## config.mk

```make
export PLATFORM = sky130hd
export DESIGN_NAME = note_synth_top
export DESIGN_NICKNAME = d
export VERILOG_FILES = /design/src/synth_pkg.sv /design/src/note_if.sv /design/src/key_note_decoder.sv /design/src/square_osc.sv /design/src/tone_sel.sv /design/src/seg_note_display.sv /design/src/note_synth_top.sv
export VERILOG_INCLUDE_DIRS = /design/src
export SDC_FILE = /design/constraint.sdc
export NUM_CORES = 1
export LEC_CHECK = 0
export BUFFER_PORTS_ARGS = -buffer_cell sky130_fd_sc_hd__buf_4
export CAP_MARGIN = 25
export CORE_ASPECT_RATIO = 1.2
export CORE_UTILIZATION = 61
export CTS_BUF_LIST = sky130_fd_sc_hd__clkbuf_16
export DETAILED_ROUTE_END_ITERATION = 8
export PLACE_DENSITY = 0.81
export SLEW_MARGIN = 30
export SYNTH_ARGS = -nofsm -noshare
export SYNTH_HDL_FRONTEND = slang
export SYNTH_SLANG_ARGS = --single-unit
```

## constraint.sdc

```tcl
create_clock -name clk -period 4.3 [get_ports clk]
set_clock_uncertainty 0.05 [all_clocks]
set_input_delay 0.645 -clock clk [delete_from_list [all_inputs] [get_ports clk]]
set_output_delay 0.645 -clock clk [all_outputs]
set_load 0.01 [all_outputs]
```

## src/synth_config.svh

```systemverilog
`ifndef SYNTH_CONFIG_SVH
`define SYNTH_CONFIG_SVH

// System clock rate in Hz
`define SYNTH_CLK_HZ      50_000_000

// Key code width, also the LED width
`define SYNTH_KEY_W       4

// Signed audio sample
`define SYNTH_SAMPLE_W    16
`define SYNTH_AMPLITUDE   8192   // Square wave magnitude

// Clock cycles between sample opportunities
`define SYNTH_SAMPLE_DIV  16

`endif

```

## src/synth_pkg.sv

```systemverilog
package synth_pkg;

    // Chromatic note names, encoded as the key code
    typedef enum logic [3:0] {
        NOTE_C  = 4'd0,
        NOTE_CS = 4'd1,
        NOTE_D  = 4'd2,
        NOTE_DS = 4'd3,
        NOTE_E  = 4'd4,
        NOTE_F  = 4'd5,
        NOTE_FS = 4'd6,
        NOTE_G  = 4'd7,
        NOTE_GS = 4'd8,
        NOTE_A  = 4'd9,
        NOTE_AS = 4'd10,
        NOTE_B  = 4'd11
    } note_t;

    parameter int NOTE_COUNT = 12;

    // Octave-zero frequencies in millihertz
    parameter logic [31:0] note_freq_mhz [NOTE_COUNT] = '{
        32'd16352, 32'd17324, 32'd18354, 32'd19445,   // C  C# D  D#
        32'd20602, 32'd21827, 32'd23125, 32'd24500,   // E  F  F# G
        32'd25957, 32'd27500, 32'd29135, 32'd30868    // G# A  A# B
    };

endpackage

```

## src/note_if.sv

```systemverilog
`timescale 1ns/10ps

interface note_if;
    import synth_pkg::*;

    note_t      note;      // Raw key code, a valid name only while active
    logic [2:0] octave;
    logic       active;    // Key code below NOTE_COUNT
    logic       changed;   // One cycle on any new selection

    modport source (
        output note, octave, active, changed
    );

    modport sink (
        input note, octave, active, changed
    );

endinterface

```

## src/key_note_decoder.sv

```systemverilog
`timescale 1ns/10ps
`include "synth_config.svh"

module key_note_decoder (
    input  logic                    clk,
    input  logic                    rst,
    input  logic [`SYNTH_KEY_W-1:0] key,
    input  logic [2:0]              octave_sel,
    note_if.source                  note_out
);
    import synth_pkg::*;

    localparam int SYNC_W = `SYNTH_KEY_W + 3;

    logic [SYNC_W-1:0]       sync_s1;
    logic [SYNC_W-1:0]       sync_s2;
    logic [1:0]              sync_fill;   // Stages holding real input
    logic [`SYNTH_KEY_W-1:0] key_s;
    logic [2:0]              octave_s;
    logic                    next_active;
    logic                    sel_diff;

    // Key and octave share one two-flop synchronizer
    always_ff @(posedge clk or posedge rst) begin
        if (rst) begin
            sync_s1   <= '0;
            sync_s2   <= '0;
            sync_fill <= '0;
        end else begin
            sync_s1   <= {key, octave_sel};
            sync_s2   <= sync_s1;
            sync_fill <= {sync_fill[0], 1'b1};
        end
    end

    assign {key_s, octave_s} = sync_s2;
    assign next_active = (key_s < NOTE_COUNT);

    assign sel_diff = (key_s != note_out.note) || (octave_s != note_out.octave)
                   || (next_active != note_out.active);

    // --------------------------------------------------
    // Published selection
    // --------------------------------------------------
    always_ff @(posedge clk or posedge rst) begin
        if (rst) begin
            note_out.note    <= NOTE_C;
            note_out.octave  <= 3'd0;
            note_out.active  <= 1'b0;
            note_out.changed <= 1'b0;
        end else if (sync_fill[1]) begin
            // Reset contents of the synchronizer never reach the bus
            note_out.note    <= note_t'(key_s);
            note_out.octave  <= octave_s;
            note_out.active  <= next_active;
            note_out.changed <= sel_diff;   // Same cycle as the new value
        end
    end

    assert property (@(posedge clk) disable iff (rst)
        note_out.active |-> (note_out.note < NOTE_COUNT));

endmodule

```

## src/square_osc.sv

```systemverilog
`timescale 1ns/10ps
`include "synth_config.svh"

module square_osc (
    input  logic                             clk,
    input  logic                             rst,
    input  logic [31:0]                      half_period,
    input  logic                             enable,
    input  logic                             load,
    output logic signed [`SYNTH_SAMPLE_W-1:0] sample,
    output logic                             sample_valid,
    input  logic                             sample_ready
);

    localparam int PACE_W = $clog2(`SYNTH_SAMPLE_DIV);
    localparam logic signed [`SYNTH_SAMPLE_W-1:0] AMP = `SYNTH_SAMPLE_W'(`SYNTH_AMPLITUDE);

    logic [31:0]       phase;
    logic              level;
    logic [PACE_W-1:0] pace_cnt;
    logic              pace_tick;
    logic              take;

    // --------------------------------------------------
    // Phase counter, free of any sink influence
    // --------------------------------------------------
    always_ff @(posedge clk or posedge rst) begin
        if (rst) begin
            phase <= '0;
            level <= 1'b1;
        end else if (load) begin
            phase <= '0;
            level <= 1'b1;               // Restart high
        end else if (!enable) begin
            phase <= '0;
        end else if (phase == half_period - 32'd1) begin
            phase <= '0;
            level <= ~level;
        end else begin
            phase <= phase + 32'd1;
        end
    end

    // Sample opportunity pacing
    always_ff @(posedge clk or posedge rst) begin
        if (rst)
            pace_cnt <= '0;
        else if (pace_tick)
            pace_cnt <= '0;
        else
            pace_cnt <= pace_cnt + 1'b1;
    end

    assign pace_tick = (pace_cnt == PACE_W'(`SYNTH_SAMPLE_DIV - 1));
    assign take      = sample_valid && sample_ready;

    // Opportunity under back-pressure is dropped
    always_ff @(posedge clk or posedge rst) begin
        if (rst)
            sample_valid <= 1'b0;
        else if (pace_tick && (!sample_valid || take))
            sample_valid <= 1'b1;
        else if (take)
            sample_valid <= 1'b0;
    end

    always_ff @(posedge clk) begin
        if (pace_tick && (!sample_valid || take))
            sample <= !enable ? '0 : (level ? AMP : -AMP);
    end

    assert property (@(posedge clk) disable iff (rst)
        (sample_valid && !sample_ready) |=> (sample_valid && $stable(sample)));

endmodule

```

## src/tone_sel.sv

```systemverilog
`timescale 1ns/10ps
`include "synth_config.svh"

module tone_sel (
    input  logic                             clk,
    input  logic                             rst,
    note_if.sink                             note_in,
    output logic signed [`SYNTH_SAMPLE_W-1:0] sample,
    output logic                             sample_valid,
    input  logic                             sample_ready
);
    import synth_pkg::*;

    // Half period at octave zero, clk_hz * 500 / f_mhz
    function automatic logic [31:0] half_of(int idx);
        return 32'((64'(`SYNTH_CLK_HZ) * 64'd500) / 64'(note_freq_mhz[idx]));
    endfunction

    localparam logic [31:0] HALF_TAB [NOTE_COUNT] = '{
        half_of(0), half_of(1), half_of(2),  half_of(3),
        half_of(4), half_of(5), half_of(6),  half_of(7),
        half_of(8), half_of(9), half_of(10), half_of(11)
    };

    logic [31:0] half_period;
    logic        enable;
    logic        load;

    // --------------------------------------------------
    // Half-period register, one cycle after changed
    // --------------------------------------------------
    always_ff @(posedge clk or posedge rst) begin
        if (rst) begin
            half_period <= '0;
            enable      <= 1'b0;
            load        <= 1'b0;
        end else begin
            load <= note_in.changed;
            if (note_in.changed) begin
                enable <= note_in.active;
                if (note_in.active)
                    half_period <= HALF_TAB[note_in.note] >> note_in.octave;
                else
                    half_period <= '0;   // Silent, no period
            end
        end
    end

    square_osc u_square_osc (
        .clk          (clk),
        .rst          (rst),
        .half_period  (half_period),
        .enable       (enable),
        .load         (load),
        .sample       (sample),
        .sample_valid (sample_valid),
        .sample_ready (sample_ready)
    );

    assert property (@(posedge clk) disable iff (rst)
        enable |-> (half_period != '0));

endmodule

```

## src/seg_note_display.sv

```systemverilog
`timescale 1ns/10ps
`include "synth_config.svh"

module seg_note_display (
    input  logic                    clk,
    input  logic                    rst,
    note_if.sink                    note_in,
    output logic [7:0]              abcdefgh,
    output logic [7:0]              digit,
    output logic [`SYNTH_KEY_W-1:0] led
);
    import synth_pkg::*;

    // Letter on segments a..g, sharp on the point h
    function automatic logic [7:0] glyph_of(note_t n);
        logic [6:0] letter;
        logic       sharp;
        case (n)
            NOTE_C, NOTE_CS: letter = 7'b1001110;
            NOTE_D, NOTE_DS: letter = 7'b0111101;   // Lower case d
            NOTE_E:          letter = 7'b1001111;
            NOTE_F, NOTE_FS: letter = 7'b1000111;
            NOTE_G, NOTE_GS: letter = 7'b1011110;
            NOTE_A, NOTE_AS: letter = 7'b1110111;
            NOTE_B:          letter = 7'b0011111;   // Lower case b
            default:         letter = 7'b0000000;
        endcase
        sharp = (n inside {NOTE_CS, NOTE_DS, NOTE_FS, NOTE_GS, NOTE_AS});
        return {letter, sharp};
    endfunction

    always_ff @(posedge clk or posedge rst) begin
        if (rst) begin
            abcdefgh <= 8'b0;
            digit    <= 8'b0;
            led      <= '0;
        end else begin
            led <= note_in.note;
            if (note_in.active) begin
                abcdefgh <= glyph_of(note_in.note);
                digit    <= 8'b0000_0001;   // Lowest digit only
            end else begin
                abcdefgh <= 8'b0;
                digit    <= 8'b0;
            end
        end
    end

endmodule

```

## src/note_synth_top.sv

```systemverilog
`timescale 1ns/10ps
`include "synth_config.svh"

module note_synth_top (
    input  logic                             clk,
    input  logic                             rst,

    // Keys and LEDs
    input  logic [`SYNTH_KEY_W-1:0]          key,
    input  logic [2:0]                       octave_sel,
    output logic [`SYNTH_KEY_W-1:0]          led,

    // Seven-segment display
    output logic [7:0]                       abcdefgh,
    output logic [7:0]                       digit,

    // Audio sample stream
    output logic signed [`SYNTH_SAMPLE_W-1:0] sample,
    output logic                             sample_valid,
    input  logic                             sample_ready
);

    note_if note_bus ();

    // --------------------------------------------------
    // Key to note selection
    // --------------------------------------------------
    key_note_decoder u_decoder (
        .clk        (clk),
        .rst        (rst),
        .key        (key),
        .octave_sel (octave_sel),
        .note_out   (note_bus.source)
    );

    // Tone generation and sample stream
    tone_sel wave_gen (
        .clk          (clk),
        .rst          (rst),
        .note_in      (note_bus.sink),
        .sample       (sample),
        .sample_valid (sample_valid),
        .sample_ready (sample_ready)
    );

    // --------------------------------------------------
    // Note name display
    // --------------------------------------------------
    seg_note_display u_display (
        .clk      (clk),
        .rst      (rst),
        .note_in  (note_bus.sink),
        .abcdefgh (abcdefgh),
        .digit    (digit),
        .led      (led)
    );

endmodule

```

==> results of run 1 <==
report_power, final:
group	leakage [nW]	internal (mW)	switching (mW)
clock network	0.150	0.414	0.403
logic	1.36	0.265	0.385
registers	1.26	1.02	0.106
logic make-up (layout without fill, tap and decap cells):
family	count (synthesis)	after routing
other	2	21
AOI/OAI and AO/OA	152	152
buffers and inverters	101	85
xor gates and xnor gates	63	63
muxes	23	23
and+or+nand+nor	256	256
adders and majority gates	11	11
DFF	101	101
layout by cell type, fill, tap and decap left out, drive strengths merged, types with 6 or more instances in the layout:
master and count:
a211oi 6, a21oi 32, a31oi 11, and3 6, buf 32, clkbuf 9
clkinv 6, conb 21, dfrtp 98, ha 11, inv 38, mux2i 20
nand2 50, nand2b 13, nand3 23, nand4 17, nor2 63, nor2b 6
nor3 45, nor4 9, o21ai 45, o22ai 19, xnor2 28, xor2 35
how the worst max path moves through the flow:
stage                                                      to  slack [ps]  cells past startpoint
floorplan               u_decoder.note_out.active$_DFFE_PP0P_        1020                      1
global route        wave_gen.u_square_osc.phase[10]$_DFF_PP0_         390                     11
finish               wave_gen.u_square_osc.phase[6]$_DFF_PP0_         660                     11
global placement     wave_gen.u_square_osc.phase[7]$_DFF_PP0_         930                     11
detailed placement   wave_gen.u_square_osc.phase[6]$_DFF_PP0_         730                     11
CTS                  wave_gen.u_square_osc.phase[4]$_DFF_PP0_         670                     11
registers in the layout (all words and copies together), names as in the netlist, 2 cells and up:
register	cells
wave_gen.u_square_osc.phase	32
u_display.abcdefgh	8
u_decoder.note_out.octave	3
u_decoder.sync_s2	7
wave_gen.half_period	21
u_decoder.note_out.note	4
wave_gen.u_square_osc.sample	2
u_decoder.sync_fill	2
u_decoder.sync_s1	7
u_display.led	4
wave_gen.u_square_osc.pace_cnt	4
worst reg2reg max path: stages (launching register included):
cell and delay (ps):
dfrtp_1 430, inv_1 110, ha_1 220, nor3b_1 540, nand2_1 200, nor3_1 380
mux2i_1 190, nor3_2 190, nand3_1 120, nor4_4 650, buf_4 320, nor3_1 90
cell type report:
type,instances,area (µm²)
Clock buffer,9,225.2
Multi-Input combinational cell,526,3259
Timing Repair Buffer,32,240.2
Sequential cell,101,2540
Fill cell,758,3072
Clock inverter,7,78.83
Inverter,37,141.4
Tap cell,123,153.9
per-layer routing:
layer	vias up	routed length, µm	share of wire [%]	GRT usage (%)
li1	2454	-	-	-
met1	2409	5734	42	33.45
met2	141	6919	51	46.62
met3	37	487	3.6	4.065
met4	0	426	3.1	12.62
met5	-	0	0	0
==> impl_metrics.tcl, run 1 <==
set metrics [dict create \
    end_kind "register" \
    max_freq_mhz 274.9 \
    avgSynthCellArea_um2 8.751 \
    r2r-start "wave_gen.half_period[0]$_DFFE_PP0P_" \
    period_minus_slack_ps 3638 \
    rows 39 \
    critPathTopFamily "simple AND/OR/NAND/NOR gates" \
    maxSlewHeadroom_pct 42.09 \
    portBuffers 26 \
    p_per_area_nw_per_um2 391.0 \
    synth_top_family_by_area "simple AND/OR/NAND/NOR gates" \
    die_x_um 94.07 \
    antenna_found_initial 0 \
    drc 0 \
    grt_pass1_wl_um 22860 \
    crit_start "wave_gen.half_period[0]$_DFFE_PP0P_" \
    final_cell_area_um2 6639 \
    final_max_slew_viol_count 0 \
    totalWireLength_um 13570 \
    async_flop_share_pct 98.02 \
    path_cells "inv_1 > ha_1 > nor3b_1 > nand2_1 > nor3_1 > mux2i_1 > nor3_2 > nand3_1 > nor4_4 > buf_4 > nor3_1" \
    post-route-util_pct 68.37 \
    clock_latency_ps 350 \
    cp_slowest_cell "nor4_4" \
    pre_cts_slack_ps 729.6 \
    ios 47 \
    cts_tree "yes" \
    cts_resized 0 \
    finalPower_mw 2.596 \
    whs_endpoint "u_decoder.sync_s2[0]$_DFF_PP0_" \
    final-instance-count-excl-fill 835 \
    muxShareOfSynthArea_pct 3.771 \
    clkSinkCount 101 \
    cts_setup_buffers 0 \
    synth_top_area_share_pct 39.52 \
    cp.buffers_inverters 2 \
    vias 5041 \
    rsz0062_at_grt "no" \
    status "finished, final reports clean" \
    antenna_cells 0 \
    grt_pass1_vias 4915 \
    holdPathStages 0 \
    clock_path_buffers 2 \
    cp-start-kind "register" \
    synth_xor_area_share_pct 8.893 \
    placed_cell_area_um2 6334 \
    cts_root_buffer "clkbuf_16" \
    start_util_pct 63.90 \
    wl_per_cell_um 16.25 \
    cpPeakStageDelay_ps 650 \
    yosysMostFrequentCell "dfrtp_1" \
    yosys_warnings 0 \
    power_leakage_nw 2.771 \
    vdd_drop_max_uv 283.5 \
    tns_ps 0 \
    reg2reg_to "wave_gen.u_square_osc.phase[6]$_DFF_PP0_" \
    core-area_um2 9711 \
    worst_pin_slew_ps 868.7 \
    hold_class "reg -> reg" \
    yosysUniqueCellTypes 63 \
    die_y_um 112.5 \
    synth_adder_area_share_pct 2.218 \
    nets 728 \
    synth_commonest_cells "dfrtp_1 (98), nor2_1 (63), nand2_1 (50), o21ai_0 (45), nor3_1 (40)" \
    overflow 0 \
    ys_ff_latch 101 \
    drive_above_1_share_pct 9.691 \
    maxCapViolCount 0 \
    cts-hold-fix-buffers 0 \
    drt-initial-drc-count 202 \
    synth_edf_count 2 \
    path_class "reg -> reg" \
    dieArea_um2 10580 \
    synthCells 709 \
    hold_path_startpoint "u_decoder.sync_s1[0]$_DFF_PP0_" \
    syn_to_final_growth_pct 6.997 \
    grt_usage_pct 27.21 \
    reg2reg_setup_slack_ps 660 \
    hold_viol_final 0 \
    synth_compound_area_share_pct 15.18 \
    ctsHtreeMaxLevel 3 \
    hpwl_um 9675 \
    synth_top_flop_cell "dfrtp_1" \
    numCtsBuffers 9 \
    routabilityCongestion 0.9842 \
    synth_top_area_cell "dfrtp_1" \
    cpMostUsedCell "nor3_1" \
    fin_hold_ws_ps 301.4 \
    cp.required_ps 4460 \
    netlist_area_um2 6205 \
    post-route-period-util_pct 84.60 \
    rr_worst_depth 11 \
    crit_path_max_fanout 14 \
    ys_top_cells_by_area "dfrtp_1 (40%), xor2_1 (4.9%), xnor2_1 (4.0%)" \
    worstPathArrival_ps 3790 \
    clk_pin_slew_worst_paths_ps 80 \
    grt_max_degree 67 \
    synth_seq_area_share_pct 40.92 \
    fin_ws_ps 662.3 \
    dp.cells 819 \
    first_pass_iters 5 \
    viasPerCell 6.037 \
    setup_violations 0 \
    ant_nets 0 \
    synth_simple_gate_area_share_pct 21.15 \
]
No activity file was read; power rests on OpenSTA's default activity.
==> inputs of run 2 (changes only) <==
CORE_UTILIZATION = 55   (was 61)
PLACE_DENSITY = 0.77   (was 0.81)
clock period = 2.95 ns   (was 4.3 ns; I/O delays follow)
==> impl_metrics.tcl, run 2 (same netlist as run 1, synthesis figures left out) <==
set metrics [dict create \
    status "finished, final reports clean" \
    largest_reg_flops 32 \
    worstPathArrival_ps 3090 \
    pre_cts_slack_ps -26.75 \
    crit_start "wave_gen.half_period[6]$_DFFE_PP0P_" \
    syn_to_final_growth_pct 11.64 \
    worst_pin_slew_ps 775.5 \
    ant_nets 0 \
    core-area_um2 10980 \
    maxCapViolCount 0 \
    setup_violations 0 \
    nets 753 \
    cp-start-kind "register" \
    rsz0062_at_grt "yes" \
    grt_pass1_vias 4740 \
    final_cell_area_um2 6927 \
    totalWireLength_um 13660 \
    final-instance-count-excl-fill 869 \
    cpMostUsedCell "nor4_4" \
    max_freq_mhz 343.9 \
    p_per_area_nw_per_um2 568.1 \
    grt_max_degree 66 \
    drive_above_1_share_pct 13.57 \
    wl_per_cell_um 15.72 \
    cts_setup_buffers 0 \
    period_minus_slack_ps 2908 \
    die_y_um 118.4 \
    cts-hold-fix-buffers 0 \
    antenna_cells 0 \
    cpPeakStageDelay_ps 540 \
    hold_class "in -> reg" \
    path_cells "or4_4 > or3_4 > nor4_4 > mux2i_1 > nor3_2 > nand3_2 > nor4_4 > buf_12 > nor3_1" \
    portBuffers 26 \
    cp.required_ps 3130 \
    ios 47 \
    drc 0 \
    hold_path_startpoint "key[2]" \
    post-route-period-util_pct 98.58 \
    finalPower_mw 3.935 \
    start_util_pct 56.49 \
    reg_top3 "wave_gen.u_square_osc.phase x32, wave_gen.half_period x21, u_display.abcdefgh x8" \
    grt_pass1_wl_um 22730 \
    hpwl_um 9857 \
    fin_hold_ws_ps 127.8 \
    r2r-start "wave_gen.half_period[6]$_DFFE_PP0P_" \
    cp_slowest_cell "or4_4" \
    rows 42 \
    dieArea_um2 11710 \
    clock_latency_ps 360 \
    layout_common_cells "dfrtp_1 (98), nor2_1 (63), buf_4 (55), nand2_1 (50), o21ai_0 (45)" \
    post-route-util_pct 63.07 \
    numCtsBuffers 9 \
    cts_resized 3 \
    hold_viol_final 0 \
    final_common_cell "dfrtp_1" \
    grt_usage_pct 24.28 \
    antenna_found_initial 0 \
    routabilityCongestion 0.9732 \
    crit_path_max_fanout 32 \
    clkSinkCount 101 \
    maxSlewHeadroom_pct 48.19 \
    placed_cell_area_um2 6556 \
    fin_ws_ps 41.78 \
    clock_path_buffers 2 \
    end_kind "register" \
    dp.cells 853 \
    viasPerCell 5.887 \
    vdd_drop_max_uv 375.2 \
    top_register "wave_gen.u_square_osc.phase" \
    ctsHtreeMaxLevel 3 \
    tns_ps 0 \
    power_leakage_nw 2.914 \
    final_max_slew_viol_count 0 \
    die_x_um 98.96 \
    drt-initial-drc-count 214 \
    vias 5116 \
    path_class "reg -> reg" \
    overflow 0 \
    cts_tree "yes" \
    first_pass_iters 7 \
    clk_pin_slew_worst_paths_ps 80 \
    cts_root_buffer "clkbuf_16" \
]
==> run 2: changes by cell type in the layout (fill, tap and decap cells not counted), sizes merged <==
cell	before	now
buf	32	57
clkinv	6	4
clkinvlp	0	1
inv	38	39
==> run 2: per-layer routing <==
layer	GRT usage, %	share of wire [%]	routed length [µm]
met5	0	0	0
met2	39.73	50	6826
met1	31.53	43	5930
met3	4.258	4.0	544
met4	10.54	2.6	361
==> run 2: power by group <==
part           leakage, nW  switching (mW)  internal [mW]
combinational         1.49           0.653          0.467
sequential            1.27          0.0983           1.49
clock                0.155           0.605          0.621
==> run 2: layout make-up <==
| class | count | area (µm²) |
|---|---|---|
| fill | 902 | 4056 |
| multi-input combinational | 526 | 3313 |
| sequential | 101 | 2539 |
| timing repair buffer | 57 | 452.9 |
| clock buffer | 9 | 225.2 |
| tap | 132 | 165.2 |
| inverter | 37 | 142.6 |
| clock inverter | 7 | 88.84 |
==> run 2: final timing paths <==
check	endpoint	slack, ps	depth (start not counted)
max in group asynchronous	wave_gen.half_period[18]$_DFFE_PP0P_	1930	3
worst min register to register	u_decoder.sync_s2[5]$_DFF_PP0_	300	0
worst max register to register	wave_gen.u_square_osc.phase[20]$_DFF_PP0_	40	9
worst max-delay path	wave_gen.u_square_osc.phase[20]$_DFF_PP0_	40	9
min in group asynchronous	wave_gen.u_square_osc.pace_cnt[2]$_DFF_PP0_	170	2
worst min-delay path	u_decoder.sync_s1[5]$_DFF_PP0_	130	1
==> run 2: worst max-delay path: cells and delay by family (launching register included) <==
family | cells | cell delay (ps)
mux | 1 | 180
buf+inv | 1 | 230
simple gates | 7 | 1930
flops | 1 | 390
